==> src/argmin_pkg.sv <==
package argmin_pkg;

  // Sample and lane sizes
  localparam int VALUE_W   = 16;
  localparam int NUM_LANES = 6;
  localparam int INDEX_W   = 3;

  // Tree depth for six lanes goes 6, 3, 2, 1
  localparam int NUM_LEVELS = 3;

  // Load stage, one register per level, then the drain result register
  localparam int LATENCY = NUM_LEVELS + 2;

  typedef logic [VALUE_W-1:0] value_t;
  typedef logic [INDEX_W-1:0] index_t;

  // One candidate moving through the tree
  typedef struct packed {
    logic   used;
    index_t index;
    value_t value;
  } entry_t;

  // Number of entries that enter a given tree level
  function automatic int level_count(input int level);
    int n;
    n = NUM_LANES;
    for (int i = 0; i < level; i++) begin
      // Halve with rounding up, an odd entry passes through
      n = (n + 1) / 2;
    end
    return n;
  endfunction

endpackage
==> src/argmin_top.sv <==
`timescale 1ns/10ps

module argmin_top (
  input  logic                                           clk,
  input  logic                                           rst_n,
  input  logic                                           in_valid,
  input  argmin_pkg::value_t [argmin_pkg::NUM_LANES-1:0] in_values,
  input  logic [argmin_pkg::NUM_LANES-1:0]               in_mask,
  output logic                                           out_valid,
  output argmin_pkg::index_t                             out_index,
  output argmin_pkg::value_t                             out_value,
  output logic                                           out_empty
);

  // Entry arrays between stages, index 0 feeds the first level
  argmin_pkg::entry_t level_entries [argmin_pkg::NUM_LEVELS+1][argmin_pkg::NUM_LANES];

  logic load_valid;

  argmin_load load_i (
    .clk       (clk),
    .rst_n     (rst_n),
    .in_valid  (in_valid),
    .in_values (in_values),
    .in_mask   (in_mask),
    .entries   (level_entries[0]),
    .valid     (load_valid)
  );

  genvar l;
  generate
    for (l = 0; l < argmin_pkg::NUM_LEVELS; l++) begin : g_level
      argmin_level #(
        .LEVEL (l)
      ) level_i (
        .clk         (clk),
        .rst_n       (rst_n),
        .in_entries  (level_entries[l]),
        .out_entries (level_entries[l+1])
      );
    end
  endgenerate

  argmin_drain drain_i (
    .clk       (clk),
    .rst_n     (rst_n),
    .valid     (load_valid),
    .winner    (level_entries[argmin_pkg::NUM_LEVELS][0]),
    .out_valid (out_valid),
    .out_index (out_index),
    .out_value (out_value),
    .out_empty (out_empty)
  );

endmodule

==> src/argmin_drain.sv <==
`timescale 1ns/10ps

module argmin_drain (
  input  logic               clk,
  input  logic               rst_n,
  input  logic               valid,
  input  argmin_pkg::entry_t winner,
  output logic               out_valid,
  output argmin_pkg::index_t out_index,
  output argmin_pkg::value_t out_value,
  output logic               out_empty
);

  // Valid strobe delayed by one cycle per tree level
  logic [argmin_pkg::NUM_LEVELS-1:0] valid_dly;
  logic                              aligned;

  // Lines up with the last level's winner
  assign aligned = valid_dly[argmin_pkg::NUM_LEVELS-1];

  always_ff @(posedge clk) begin
    if (!rst_n) begin
      valid_dly <= '0;
      out_valid <= 1'b0;
      out_empty <= 1'b0;
    end else begin
      valid_dly <= {valid_dly[argmin_pkg::NUM_LEVELS-2:0], valid};
      out_valid <= aligned;
      if (aligned) begin
        // No enabled lane reached the root
        out_empty <= !winner.used;
      end
    end
  end

  // Result words update only with a real vector
  always_ff @(posedge clk) begin
    if (aligned) begin
      out_index <= winner.index;
      out_value <= winner.value;
    end
  end

endmodule

==> src/argmin_level.sv <==
`timescale 1ns/10ps

module argmin_level #(
  parameter int LEVEL = 0
) (
  input  logic               clk,
  input  logic               rst_n,
  input  argmin_pkg::entry_t in_entries  [argmin_pkg::NUM_LANES],
  output argmin_pkg::entry_t out_entries [argmin_pkg::NUM_LANES]
);

  // Entry counts going into and out of this level
  localparam int N_IN  = argmin_pkg::level_count(LEVEL);
  localparam int N_OUT = argmin_pkg::level_count(LEVEL + 1);

  genvar k;
  generate
    for (k = 0; k < N_IN; k += 2) begin : g_pair
      if (k + 1 < N_IN) begin : g_node
        // Two inputs reduce to one winner at half the pair position
        argmin_node node_i (
          .clk   (clk),
          .rst_n (rst_n),
          .a     (in_entries[k]),
          .b     (in_entries[k+1]),
          .win   (out_entries[k/2])
        );
      end else begin : g_pass
        // Odd last entry only needs a register to stay in step
        logic               used_q;
        argmin_pkg::index_t index_q;
        argmin_pkg::value_t value_q;

        always_ff @(posedge clk) begin
          if (!rst_n) begin
            used_q <= 1'b0;
          end else begin
            used_q <= in_entries[k].used;
          end
        end

        always_ff @(posedge clk) begin
          index_q <= in_entries[k].index;
          value_q <= in_entries[k].value;
        end

        assign out_entries[k/2] = '{used: used_q, index: index_q, value: value_q};
      end
    end

    // Positions past this level's output are never in use
    for (k = N_OUT; k < argmin_pkg::NUM_LANES; k++) begin : g_unused
      assign out_entries[k] = '0;
    end
  endgenerate

endmodule

==> src/argmin_load.sv <==
`timescale 1ns/10ps

module argmin_load (
  input  logic                                         clk,
  input  logic                                         rst_n,
  input  logic                                         in_valid,
  input  argmin_pkg::value_t [argmin_pkg::NUM_LANES-1:0] in_values,
  input  logic [argmin_pkg::NUM_LANES-1:0]             in_mask,
  output argmin_pkg::entry_t                           entries [argmin_pkg::NUM_LANES],
  output logic                                         valid
);

  // Registered in-use bits, one per lane
  logic [argmin_pkg::NUM_LANES-1:0] used_q;

  // Registered samples
  argmin_pkg::value_t value_q [argmin_pkg::NUM_LANES];

  // Control state
  always_ff @(posedge clk) begin
    if (!rst_n) begin
      valid  <= 1'b0;
      used_q <= '0;
    end else begin
      valid  <= in_valid;
      used_q <= in_mask;
    end
  end

  // Samples are captured every cycle
  // Disabled lanes keep their value but lose the in-use bit
  always_ff @(posedge clk) begin
    for (int i = 0; i < argmin_pkg::NUM_LANES; i++) begin
      value_q[i] <= in_values[i];
    end
  end

  // Tag each lane with its fixed position as the index
  genvar i;
  generate
    for (i = 0; i < argmin_pkg::NUM_LANES; i++) begin : g_lane
      assign entries[i] = '{
        used:  used_q[i],
        index: argmin_pkg::index_t'(i),
        value: value_q[i]
      };
    end
  endgenerate

endmodule

==> src/argmin_node.sv <==
`timescale 1ns/10ps

module argmin_node (
  input  logic               clk,
  input  logic               rst_n,
  input  argmin_pkg::entry_t a,
  input  argmin_pkg::entry_t b,
  output argmin_pkg::entry_t win
);

  logic               a_wins;
  argmin_pkg::entry_t pick;

  logic               used_q;
  argmin_pkg::index_t index_q;
  argmin_pkg::value_t value_q;

  // An unused entry always loses, then value, then lower index on a tie
  always_comb begin
    if (!a.used) begin
      a_wins = 1'b0;
    end else if (!b.used) begin
      a_wins = 1'b1;
    end else if (a.value != b.value) begin
      a_wins = (a.value < b.value);
    end else begin
      a_wins = (a.index < b.index);
    end
    pick = a_wins ? a : b;
  end

  always_ff @(posedge clk) begin
    if (!rst_n) begin
      used_q <= 1'b0;
    end else begin
      used_q <= pick.used;
    end
  end

  always_ff @(posedge clk) begin
    index_q <= pick.index;
    value_q <= pick.value;
  end

  assign win = '{used: used_q, index: index_q, value: value_q};

endmodule

==> config.mk <==
export PLATFORM = sky130hd
export DESIGN_NAME = argmin_top
export DESIGN_NICKNAME = d
export VERILOG_FILES = /design/src/argmin_pkg.sv /design/src/argmin_top.sv /design/src/argmin_drain.sv /design/src/argmin_level.sv /design/src/argmin_load.sv /design/src/argmin_node.sv
export SDC_FILE = /design/constraint.sdc
export NUM_CORES = 1
export LEC_CHECK = 0
export BUFFER_PORTS_ARGS = -buffer_cell sky130_fd_sc_hd__buf_2
export CELL_PAD_IN_SITES_DETAIL_PLACEMENT = 1
export CELL_PAD_IN_SITES_GLOBAL_PLACEMENT = 1
export CORE_MARGIN = 5
export CORE_UTILIZATION = 40
export DETAILED_ROUTE_END_ITERATION = 6
export PLACE_DENSITY = 0.82
export SYNTH_ARGS = -nofsm -noshare
export SYNTH_HDL_FRONTEND = slang
export SYNTH_SLANG_ARGS = --single-unit
==> constraint.sdc <==
create_clock -name clk -period 2.1 [get_ports clk]
set_input_delay 0.315 -clock clk [delete_from_list [all_inputs] [get_ports clk]]
set_output_delay 0.315 -clock clk [all_outputs]
set_load 0.05 [all_outputs]
==> impl_results.html, run 1 <==
<table>
<tr><th>Metric</th><th>Value</th></tr>
<tr><th colspan="2">Status</th></tr>
<tr><td>Run status</td><td>finished with violations</td></tr>
<tr><td>Failing checks</td><td>negative setup slack</td></tr>
<tr><th colspan="2">Logic synthesis</th></tr>
<tr><td>Cells after synthesis</td><td>805</td></tr>
<tr><td>Async set-or-reset flop fraction in the synthesized netlist</td><td>0%</td></tr>
<tr><td>Leading post-synthesis cells by instance count</td><td>dfxtp_1 (219), inv_1 (141), ha_1 (80), o311ai_0 (65), o31ai_1 (65)</td></tr>
<tr><td>Library cell with the highest instance count after synthesis</td><td>dfxtp_1</td></tr>
<tr><td>Number of warnings printed during yosys synthesis</td><td>0</td></tr>
<tr><td>Avg Cell Area, Syn</td><td>11.1 um^2</td></tr>
<tr><td>Prevailing post-synth register cell</td><td>dfxtp_1</td></tr>
<tr><td>Share of the yosys chip area belonging to registers</td><td>55.4%</td></tr>
<tr><td>Flip-flop and latch count after synthesis</td><td>238</td></tr>
<tr><td>Most area-consuming cells after synthesis</td><td>dfxtp_1 (49%), ha_1 (11%), edfxtp_1 (6.4%), o311ai_0 (6.4%), inv_1 (5.9%)</td></tr>
<tr><td>Yosys top cell by area</td><td>dfxtp_1</td></tr>
<tr><td>Yosys top cell area share</td><td>49.0%</td></tr>
<tr><td>Number of nets in the synthesized netlist</td><td>990</td></tr>
<tr><td>Post-synthesis cell area</td><td>8950 um^2</td></tr>
<tr><td>Unique cell type count in the Yosys netlist</td><td>35</td></tr>
<tr><td>Number of enable-type register cells in the synthesized netlist</td><td>19</td></tr>
<tr><th colspan="2">Detailed routing</th></tr>
<tr><td>DRC violation count after routing</td><td>0</td></tr>
<tr><td>Drt pass-1 iters</td><td>5</td></tr>
<tr><td>Via count</td><td>7842</td></tr>
<tr><td>Sum of routed wire length over all layers</td><td>35.9 mm</td></tr>
<tr><td>Final antenna-violating net count</td><td>0</td></tr>
<tr><td>Routed wire length per instance</td><td>26.5 um</td></tr>
<tr><td>Initial DRC count</td><td>482</td></tr>
<tr><td>Via count normalized by instance count</td><td>5.78</td></tr>
<tr><th colspan="2">Hold path</th></tr>
<tr><td>Hold crit path type</td><td>primary input to flip-flop</td></tr>
<tr><td>Origin of the worst min-delay path</td><td>in_mask[4]</td></tr>
<tr><th colspan="2">Critical path</th></tr>
<tr><td>Crit path max-delay cell type</td><td>a2111o_1</td></tr>
<tr><td>Worst Path Arrival</td><td>2.79 ns</td></tr>
<tr><td>Maximum fanout along the worst path</td><td>7</td></tr>
<tr><td>Worst Setup Path Type</td><td>flip-flop to flip-flop</td></tr>
<tr><td>Crit. End Element</td><td>flip-flop</td></tr>
<tr><td>Crit start category</td><td>flip-flop</td></tr>
<tr><td>Max incr delay on CP</td><td>0.46 ns</td></tr>
<tr><td>Worst r2r src</td><td>g_level[1].level_i.g_pair[2].g_pass.value_q[13]</td></tr>
<tr><td>Critical path cell sequence</td><td>inv_1 -&gt; ha_4 -&gt; nand4_1 -&gt; a2111o_1 -&gt; a32oi_4 -&gt; buf_6 -&gt; buf_12 -&gt; mux2_4</td></tr>
<tr><td>Required @ worst endpoint</td><td>2.51 ns</td></tr>
<tr><td>Worst setup path start</td><td>g_level[1].level_i.g_pair[2].g_pass.value_q[13]</td></tr>
<tr><th colspan="2">Power</th></tr>
<tr><td>PnR Total Power</td><td>11.8 mW</td></tr>
<tr><td>Sequential power share</td><td>45.3%</td></tr>
<tr><td>Switching pwr</td><td>3.29 mW</td></tr>
<tr><td>LEAKAGE</td><td>5.72 nW</td></tr>
<tr><td>PwrDens</td><td>898 nW/um^2</td></tr>
<tr><td>Internal portion of total power</td><td>8.48 mW</td></tr>
<tr><td>Clock power frac</td><td>37.6%</td></tr>
<tr><td>Sw Ratio</td><td>28.0%</td></tr>
<tr><td>Worst VDD drop</td><td>0.634 mV</td></tr>
<tr><td>Comb pwr share</td><td>17.1%</td></tr>
<tr><th colspan="2">Place</th></tr>
<tr><td>Number of buffer cells added on primary ports</td><td>125</td></tr>
<tr><td>GPL Wtd Cong</td><td>0.850</td></tr>
<tr><td>Placed wire-length estimate after detailed placement</td><td>17.0 mm</td></tr>
<tr><th colspan="2">Timing</th></tr>
<tr><td>Slew @ Worst Pin</td><td>0.506 ns</td></tr>
<tr><td>Final worst-path setup slack</td><td>-0.286 ns</td></tr>
<tr><td>Maximum achievable frequency</td><td>419 MHz</td></tr>
<tr><td>Headroom to the max-slew limit</td><td>65.7%</td></tr>
<tr><td>Setup repair after global routing missed its margin</td><td>true</td></tr>
<tr><td>Count of endpoints failing hold in the final timing report</td><td>0</td></tr>
<tr><td>Part of the cycle the worst path needs</td><td>114%</td></tr>
<tr><td>Worst hold slack across all endpoints</td><td>0.0197 ns</td></tr>
<tr><td>Minimum period implied by the final worst setup slack</td><td>2.39 ns</td></tr>
<tr><td>Final sum of negative setup slack</td><td>-7.15 ns</td></tr>
<tr><td>Final worst clock skew</td><td>0.0158 ns</td></tr>
<tr><td>Total count of max-transition violations in the final report</td><td>0</td></tr>
<tr><td>Number of setup violations in the final report</td><td>64</td></tr>
<tr><th colspan="2">Die</th></tr>
<tr><td>Number of core rows</td><td>54</td></tr>
<tr><td>Initial core utilization</td><td>40.9%</td></tr>
<tr><td>Die ar.</td><td>25500 um^2</td></tr>
<tr><td>Floorplan die height</td><td>160 um</td></tr>
<tr><td>Core ar.</td><td>21900 um^2</td></tr>
<tr><td>Die width</td><td>160 um</td></tr>
<tr><td>Number of top-level design ports</td><td>126</td></tr>
<tr><th colspan="2">CTS</th></tr>
<tr><td>Deepest level of the CTS H-tree</td><td>1</td></tr>
<tr><td>CTS root buffer</td><td>clkbuf_16</td></tr>
<tr><td>Buffer depth of the longest clock path</td><td>3</td></tr>
<tr><td>TritonCTS clock tree</td><td>done</td></tr>
<tr><td>Worst skew pair latency</td><td>0.53 ns</td></tr>
<tr><td>Clock sinks</td><td>238</td></tr>
<tr><td>Clock transition at the registers of the reported paths</td><td>0.07 ns</td></tr>
<tr><td>Total clock buffers created by CTS</td><td>25</td></tr>
<tr><th colspan="2">Global routing</th></tr>
<tr><td>Initial antenna violation count</td><td>0</td></tr>
<tr><td>Maximum number of pins on one net before global-route repair</td><td>23</td></tr>
<tr><td>Number of global-route vias before repair</td><td>8246</td></tr>
<tr><td>First-pass GRT wire length</td><td>45.9 mm</td></tr>
<tr><td>Global router's overall resource usage</td><td>22.3%</td></tr>
<tr><td>Final global-route overflow total</td><td>0</td></tr>
<tr><th colspan="2">Final layout</th></tr>
<tr><td>Total of fill cells in the finished design</td><td>2221</td></tr>
<tr><td>Area growth syn-to-layout</td><td>46.4%</td></tr>
<tr><td>Number of nets at the end of the flow</td><td>1243</td></tr>
<tr><td>Ratio of cells with drive above 1 in the final layout</td><td>37.5%</td></tr>
<tr><th colspan="2">Job</th></tr>
<tr><td>Max-cap violation count</td><td>0</td></tr>
</table>
==> power groups by stage <==
stage | Sequential, mW | Combinational (mW) | Clock, mW
finish | 5.33 | 2.01 | 4.43
global route | 5.35 | 2.12 | 4.64
CTS | 5.24 | 1.47 | 4.37
detailed placement | 5.31 | 1.15 | 0
global placement | 5.30 | 1.05 | 0
floorplan | 5.21 | 0.744 | 0
==> final cells by class <==
type	instances	area, um^2	area share [%]
timing repair buffer	254	1910	14.6
inverter	145	544	4.15
antenna	1	2.50	0.0191
multi-input combinational	394	4490	34.3
tap	280	350	2.67
clock buffer	32	672	5.13
sequential	238	5010	38.2
clock inverter	13	128	0.974
==> flip-flops by register name, summed over array words and instances (netlist names) <==
register	flops
drain_i.out_empty	1
drain_i.out_index	3
drain_i.out_valid	1
drain_i.out_value	16
drain_i.valid_dly	3
g_level.level_i.g_pair.g_node.node_i.index_q	8
g_level.level_i.g_pair.g_node.node_i.used_q	5
g_level.level_i.g_pair.g_node.node_i.value_q	80
g_level.level_i.g_pair.g_pass.index_q	1
g_level.level_i.g_pair.g_pass.used_q	1
g_level.level_i.g_pair.g_pass.value_q	16
load_i.used_q	6
load_i.valid	1
load_i.value_q	96
==> cells by family (layout without fill, tap and decap cells) <==
family	after synthesis	in the layout	share of synthesized area [%]
AOI/OAI and AO/OA	213	219	17.8
buffers and inverters	179	444	7.80
other	0	1	0
adders and majority gates	80	80	11.2
DFF	238	238	55.4
and+or+nand+nor	78	78	5.37
muxes	17	17	2.48
==> per-stage QoR <==
stage,setup WS (ns),cells,util [%],instance area [um^2]
after global routing,-0.305,1356,59.8,13100
final,-0.286,1357,59.8,13100
after global placement,-0.0564,1198,45.4,9950
after floorplan,-0.0972,805,-,8950
after CTS,-0.124,1349,55.1,12100
after detailed placement,-0.140,1198,45.4,9950
==> layout by cell type (no fill, tap or decap), types with 16 or more instances in the layout <==
cell and n:
dfxtp_1 184, inv_1 135, buf_2 125, dlygate4sd3_1 97
ha_1 63, o31ai_2 35, dfxtp_2 32, o31ai_1 28
o311ai_1 25, clkbuf_16 25, o311ai_2 23, a21oi_2 19
edfxtp_1 19, buf_4 19, a21oi_1 17, mux2_4 17
ha_4 17, and2_1 16
==> metal layers <==
metal / vias up / routed length (um) / track usage (%)
met5: - / 0 / 0
li1: 3410 / - / -
met1: 3884 / 13200 / 24.7
met3: 148 / 2200 / 3.31
met4: 0 / 2020 / 9.07
met2: 400 / 18500 / 42.2
==> critical path: cells and delay by family (launching register included) <==
family | cells | cell delay (ns)
buf+inv | 3 | 0.40
mux | 1 | 0.32
fa+ha+maj | 1 | 0.28
simple gates | 1 | 0.18
flops | 1 | 0.37
compound gates | 2 | 0.70
==> worst paths after layout <==
| check | endpoint | slack [ns] | depth (start not counted) |
|---|---|---|---|
| min reg2reg | g_level[1].level_i.g_pair[2].g_pass.index_q[0] | 0.33 | 0 |
| min | load_i.used_q[4] | 0.02 | 2 |
| max reg2reg | flip-flop | -0.29 | 8 |
| max | flip-flop | -0.29 | 8 |
==> what timing repair did <==
item | in CTS | in global routing
endpoints found under the setup margin | 84 | 88
resized for setup | 75 | 249
pin swaps | 12 | 21
hold buffers | 97 | 0
setup buffers | 7 | 2
endpoints found under the hold margin | 97 | 0
gates cloned | 2 | 6
No activity file was read; power rests on OpenSTA's default activity.
==> run 2: changes to the inputs <==
PLACE_DENSITY = 0.8   (was 0.82)
clock period = 2.7 ns   (was 2.1 ns; I/O delays follow)
==> run 2 against run 1 <==
  * The flow now finishes without violations
  * Critical path depth is 1 lower
  * Flip-flop and latch count stayed put
  * Final area is 11% lower
  * Clock-buffer cell count stayed put
  * Fmax is 1.1% lower
  * Clock skew is 0.0044 ns lower
  * First-iteration DRC count is 31% lower
  * Sequential power is 24% lower
  * Power is 29% lower
  * Critical path type unchanged
  * Largest cell class unchanged
==> impl_results.html, run 2 (synthesized netlist as in run 1, its figures left out) <==
<table>
<tr><th>Metric</th><th>Value</th></tr>
<tr><th colspan="2">Die</th></tr>
<tr><td>Initial core utilization</td><td>40.9%</td></tr>
<tr><td>Die width</td><td>160 um</td></tr>
<tr><td>Floorplan die height</td><td>160 um</td></tr>
<tr><td>Core ar.</td><td>21900 um^2</td></tr>
<tr><td>Number of top-level design ports</td><td>126</td></tr>
<tr><td>Number of core rows</td><td>54</td></tr>
<tr><td>Die ar.</td><td>25500 um^2</td></tr>
<tr><th colspan="2">Detailed routing</th></tr>
<tr><td>Sum of routed wire length over all layers</td><td>26.1 mm</td></tr>
<tr><td>Via count</td><td>7033</td></tr>
<tr><td>Via count normalized by instance count</td><td>5.27</td></tr>
<tr><td>Drt pass-1 iters</td><td>4</td></tr>
<tr><td>Final antenna-violating net count</td><td>0</td></tr>
<tr><td>Routed wire length per instance</td><td>19.6 um</td></tr>
<tr><td>DRC violation count after routing</td><td>0</td></tr>
<tr><td>Initial DRC count</td><td>334</td></tr>
<tr><th colspan="2">Hold path</th></tr>
<tr><td>Origin of the worst min-delay path</td><td>in_valid</td></tr>
<tr><td>Hold Crit Depth</td><td>2</td></tr>
<tr><td>Endpoint, Worst Hold</td><td>load_i.valid</td></tr>
<tr><td>Hold crit path type</td><td>primary input to flip-flop</td></tr>
<tr><th colspan="2">CTS</th></tr>
<tr><td>Total clock buffers created by CTS</td><td>25</td></tr>
<tr><td>Number of post-CTS setup repair buffers</td><td>0</td></tr>
<tr><td>TritonCTS clock tree</td><td>done</td></tr>
<tr><td>Buffer depth of the longest clock path</td><td>3</td></tr>
<tr><td>Worst skew pair latency</td><td>0.51 ns</td></tr>
<tr><td>Clock sinks</td><td>238</td></tr>
<tr><td>Resized cells post-CTS</td><td>0</td></tr>
<tr><td>CTS root buffer</td><td>clkbuf_16</td></tr>
<tr><td>Clock transition at the registers of the reported paths</td><td>0.07 ns</td></tr>
<tr><td>Deepest level of the CTS H-tree</td><td>1</td></tr>
<tr><th colspan="2">Critical path</th></tr>
<tr><td>Maximum fanout along the worst path</td><td>16</td></tr>
<tr><td>Crit start category</td><td>flip-flop</td></tr>
<tr><td>Buffering stage count on the worst path with inverters included</td><td>1</td></tr>
<tr><td>Crit. End Element</td><td>flip-flop</td></tr>
<tr><td>Number of cells on the worst reg-to-reg path</td><td>7</td></tr>
<tr><td>Setup slack, reg-to-reg</td><td>0.29 ns</td></tr>
<tr><td>Worst Setup Path Type</td><td>flip-flop to flip-flop</td></tr>
<tr><td>Worst Path Arrival</td><td>2.78 ns</td></tr>
<tr><td>Worst r2r src</td><td>load_i.value_q[3][11]</td></tr>
<tr><td>Cell count along the critical path</td><td>7</td></tr>
<tr><td>Required @ worst endpoint</td><td>3.07 ns</td></tr>
<tr><td>Worst path top cell family by delay</td><td>compound AO/OA/AOI/OAI gates</td></tr>
<tr><td>Crit path max-delay cell type</td><td>a211o_1</td></tr>
<tr><td>Critical path cell sequence</td><td>inv_1 -&gt; ha_1 -&gt; a21oi_1 -&gt; o21ai_0 -&gt; a211o_1 -&gt; o311ai_0 -&gt; o31ai_1</td></tr>
<tr><td>Max incr delay on CP</td><td>0.53 ns</td></tr>
<tr><th colspan="2">Final layout</th></tr>
<tr><td>Leading cell type in the layout, fill and taps excluded</td><td>dfxtp_1</td></tr>
<tr><td>Ratio of cells with drive above 1 in the final layout</td><td>18.8%</td></tr>
<tr><td>Flip-flop count of the largest register after layout</td><td>96</td></tr>
<tr><td>Top flop regs</td><td>load_i.value_q x96, g_level.level_i.g_pair.g_node.node_i.value_q x80</td></tr>
<tr><td>Register with the highest flop count</td><td>load_i.value_q</td></tr>
<tr><td>Final cell area excluding filler cells</td><td>11600 um^2</td></tr>
<tr><td>Commonest cells after routing, fill and taps aside</td><td>dfxtp_1 (219), inv_1 (141), buf_2 (125), dlygate4sd3_1 (96), ha_1 (80)</td></tr>
<tr><td>Area growth syn-to-layout</td><td>30.2%</td></tr>
<tr><td>Sequential cell area</td><td>4950 um^2</td></tr>
<tr><td>Core occupancy in the finished layout</td><td>53.2%</td></tr>
<tr><td>Total of fill cells in the finished design</td><td>2370</td></tr>
<tr><td>Number of nets at the end of the flow</td><td>1220</td></tr>
<tr><td>Multi-input combinational cell area</td><td>3290 um^2</td></tr>
<tr><th colspan="2">Place</th></tr>
<tr><td>Placed wire-length estimate after detailed placement</td><td>16.5 mm</td></tr>
<tr><td>Number of buffer cells added on primary ports</td><td>125</td></tr>
<tr><td>Area after detailed placement</td><td>9890 um^2</td></tr>
<tr><td>GPL Wtd Cong</td><td>0.852</td></tr>
<tr><th colspan="2">Power</th></tr>
<tr><td>LEAKAGE</td><td>5.36 nW</td></tr>
<tr><td>PwrDens</td><td>717 nW/um^2</td></tr>
<tr><td>Worst VDD drop</td><td>0.558 mV</td></tr>
<tr><th colspan="2">Timing</th></tr>
<tr><td>Headroom to the max-slew limit</td><td>40.8%</td></tr>
<tr><td>Final worst clock skew</td><td>0.0114 ns</td></tr>
<tr><td>Maximum achievable frequency</td><td>415 MHz</td></tr>
<tr><td>Slew @ Worst Pin</td><td>0.887 ns</td></tr>
<tr><td>Count of endpoints failing hold in the final timing report</td><td>0</td></tr>
<tr><td>Setup repair after global routing missed its margin</td><td>false</td></tr>
<tr><td>Part of the cycle the worst path needs</td><td>89.3%</td></tr>
<tr><td>Minimum period implied by the final worst setup slack</td><td>2.41 ns</td></tr>
<tr><td>Final sum of negative setup slack</td><td>0 ns</td></tr>
<tr><td>Number of setup violations in the final report</td><td>0</td></tr>
<tr><td>Total count of max-transition violations in the final report</td><td>0</td></tr>
<tr><th colspan="2">Job</th></tr>
<tr><td>Max-cap violation count</td><td>0</td></tr>
<tr><th colspan="2">Global routing</th></tr>
<tr><td>Maximum number of pins on one net before global-route repair</td><td>23</td></tr>
<tr><td>Number of global-route vias before repair</td><td>7913</td></tr>
<tr><td>Initial antenna violation count</td><td>2</td></tr>
<tr><td>Final global-route overflow total</td><td>0</td></tr>
<tr><td>Global router's overall resource usage</td><td>19.9%</td></tr>
<tr><td>First-pass GRT wire length</td><td>41.2 mm</td></tr>
<tr><th colspan="2">Status</th></tr>
<tr><td>Run status</td><td>finished clean</td></tr>
</table>
-- run 2: cell type report --
class	count	area share, %
clock buffers	32	5.94
multi-input cells	388	28.3
inverters	145	4.67
repair buffers	237	14.7
clock inverters	13	0.849
flip-flops and latches	238	42.5
diodes	2	0.0430
well taps	280	3.01
-- run 2: metal layers --
metal  vias to the layer above  part of all wire, %  wire [um]  global-route usage [%]
met5                         -                    0          0                       0
li1                       3348                    -          -                       -
met4                         0                  4.6       1190                    9.81
met2                       222                   52      13600                    36.6
met3                        86                  4.6       1210                    3.62
met1                      3377                   39      10100                    21.9
-- run 2: power breakdown --
group	internal [mW]	switching (mW)	total, mW	leakage [nW]
Clock	1.90	1.37	3.28	0.384
Sequential	3.87	0.188	4.06	2.01
Combinational	0.495	0.516	1.01	2.97
Total	6.27	2.08	8.35	5.36
-- run 2: stage by stage --
step | power (mW) | setup slack (ns) | hold WS, ns | instances
after floorplan | 4.63 | 0.503 | 0.310 | 805
after CTS | 8.36 | 0.301 | 0.0762 | 1333
after global placement | 4.93 | 0.403 | 0.311 | 1192
after global routing | 8.70 | 0.154 | 0.0816 | 1335
final | 8.35 | 0.288 | 0.100 | 1335
after detailed placement | 4.99 | 0.320 | 0.315 | 1192
-- run 2: worst max path at each step --
stage	end	from	slack, ns
after floorplan	flip-flop	g_level[1].level_i.g_pair[2].g_pass.value_q[1]	0.50
after global placement	flip-flop	g_level[1].level_i.g_pair[2].g_pass.value_q[15]	0.40
after detailed placement	flip-flop	g_level[1].level_i.g_pair[2].g_pass.value_q[15]	0.32
after CTS	flip-flop	g_level[1].level_i.g_pair[2].g_pass.value_q[15]	0.30
after global routing	flip-flop	load_i.value_q[1][9]	0.15
final	flip-flop	load_i.value_q[3][11]	0.29
-- run 2: repair_timing --
item / CTS / global route
hold buffers: 96 / 0
hold endpoints to repair: 96 / 0
setup endpoints to repair: 0 / 0
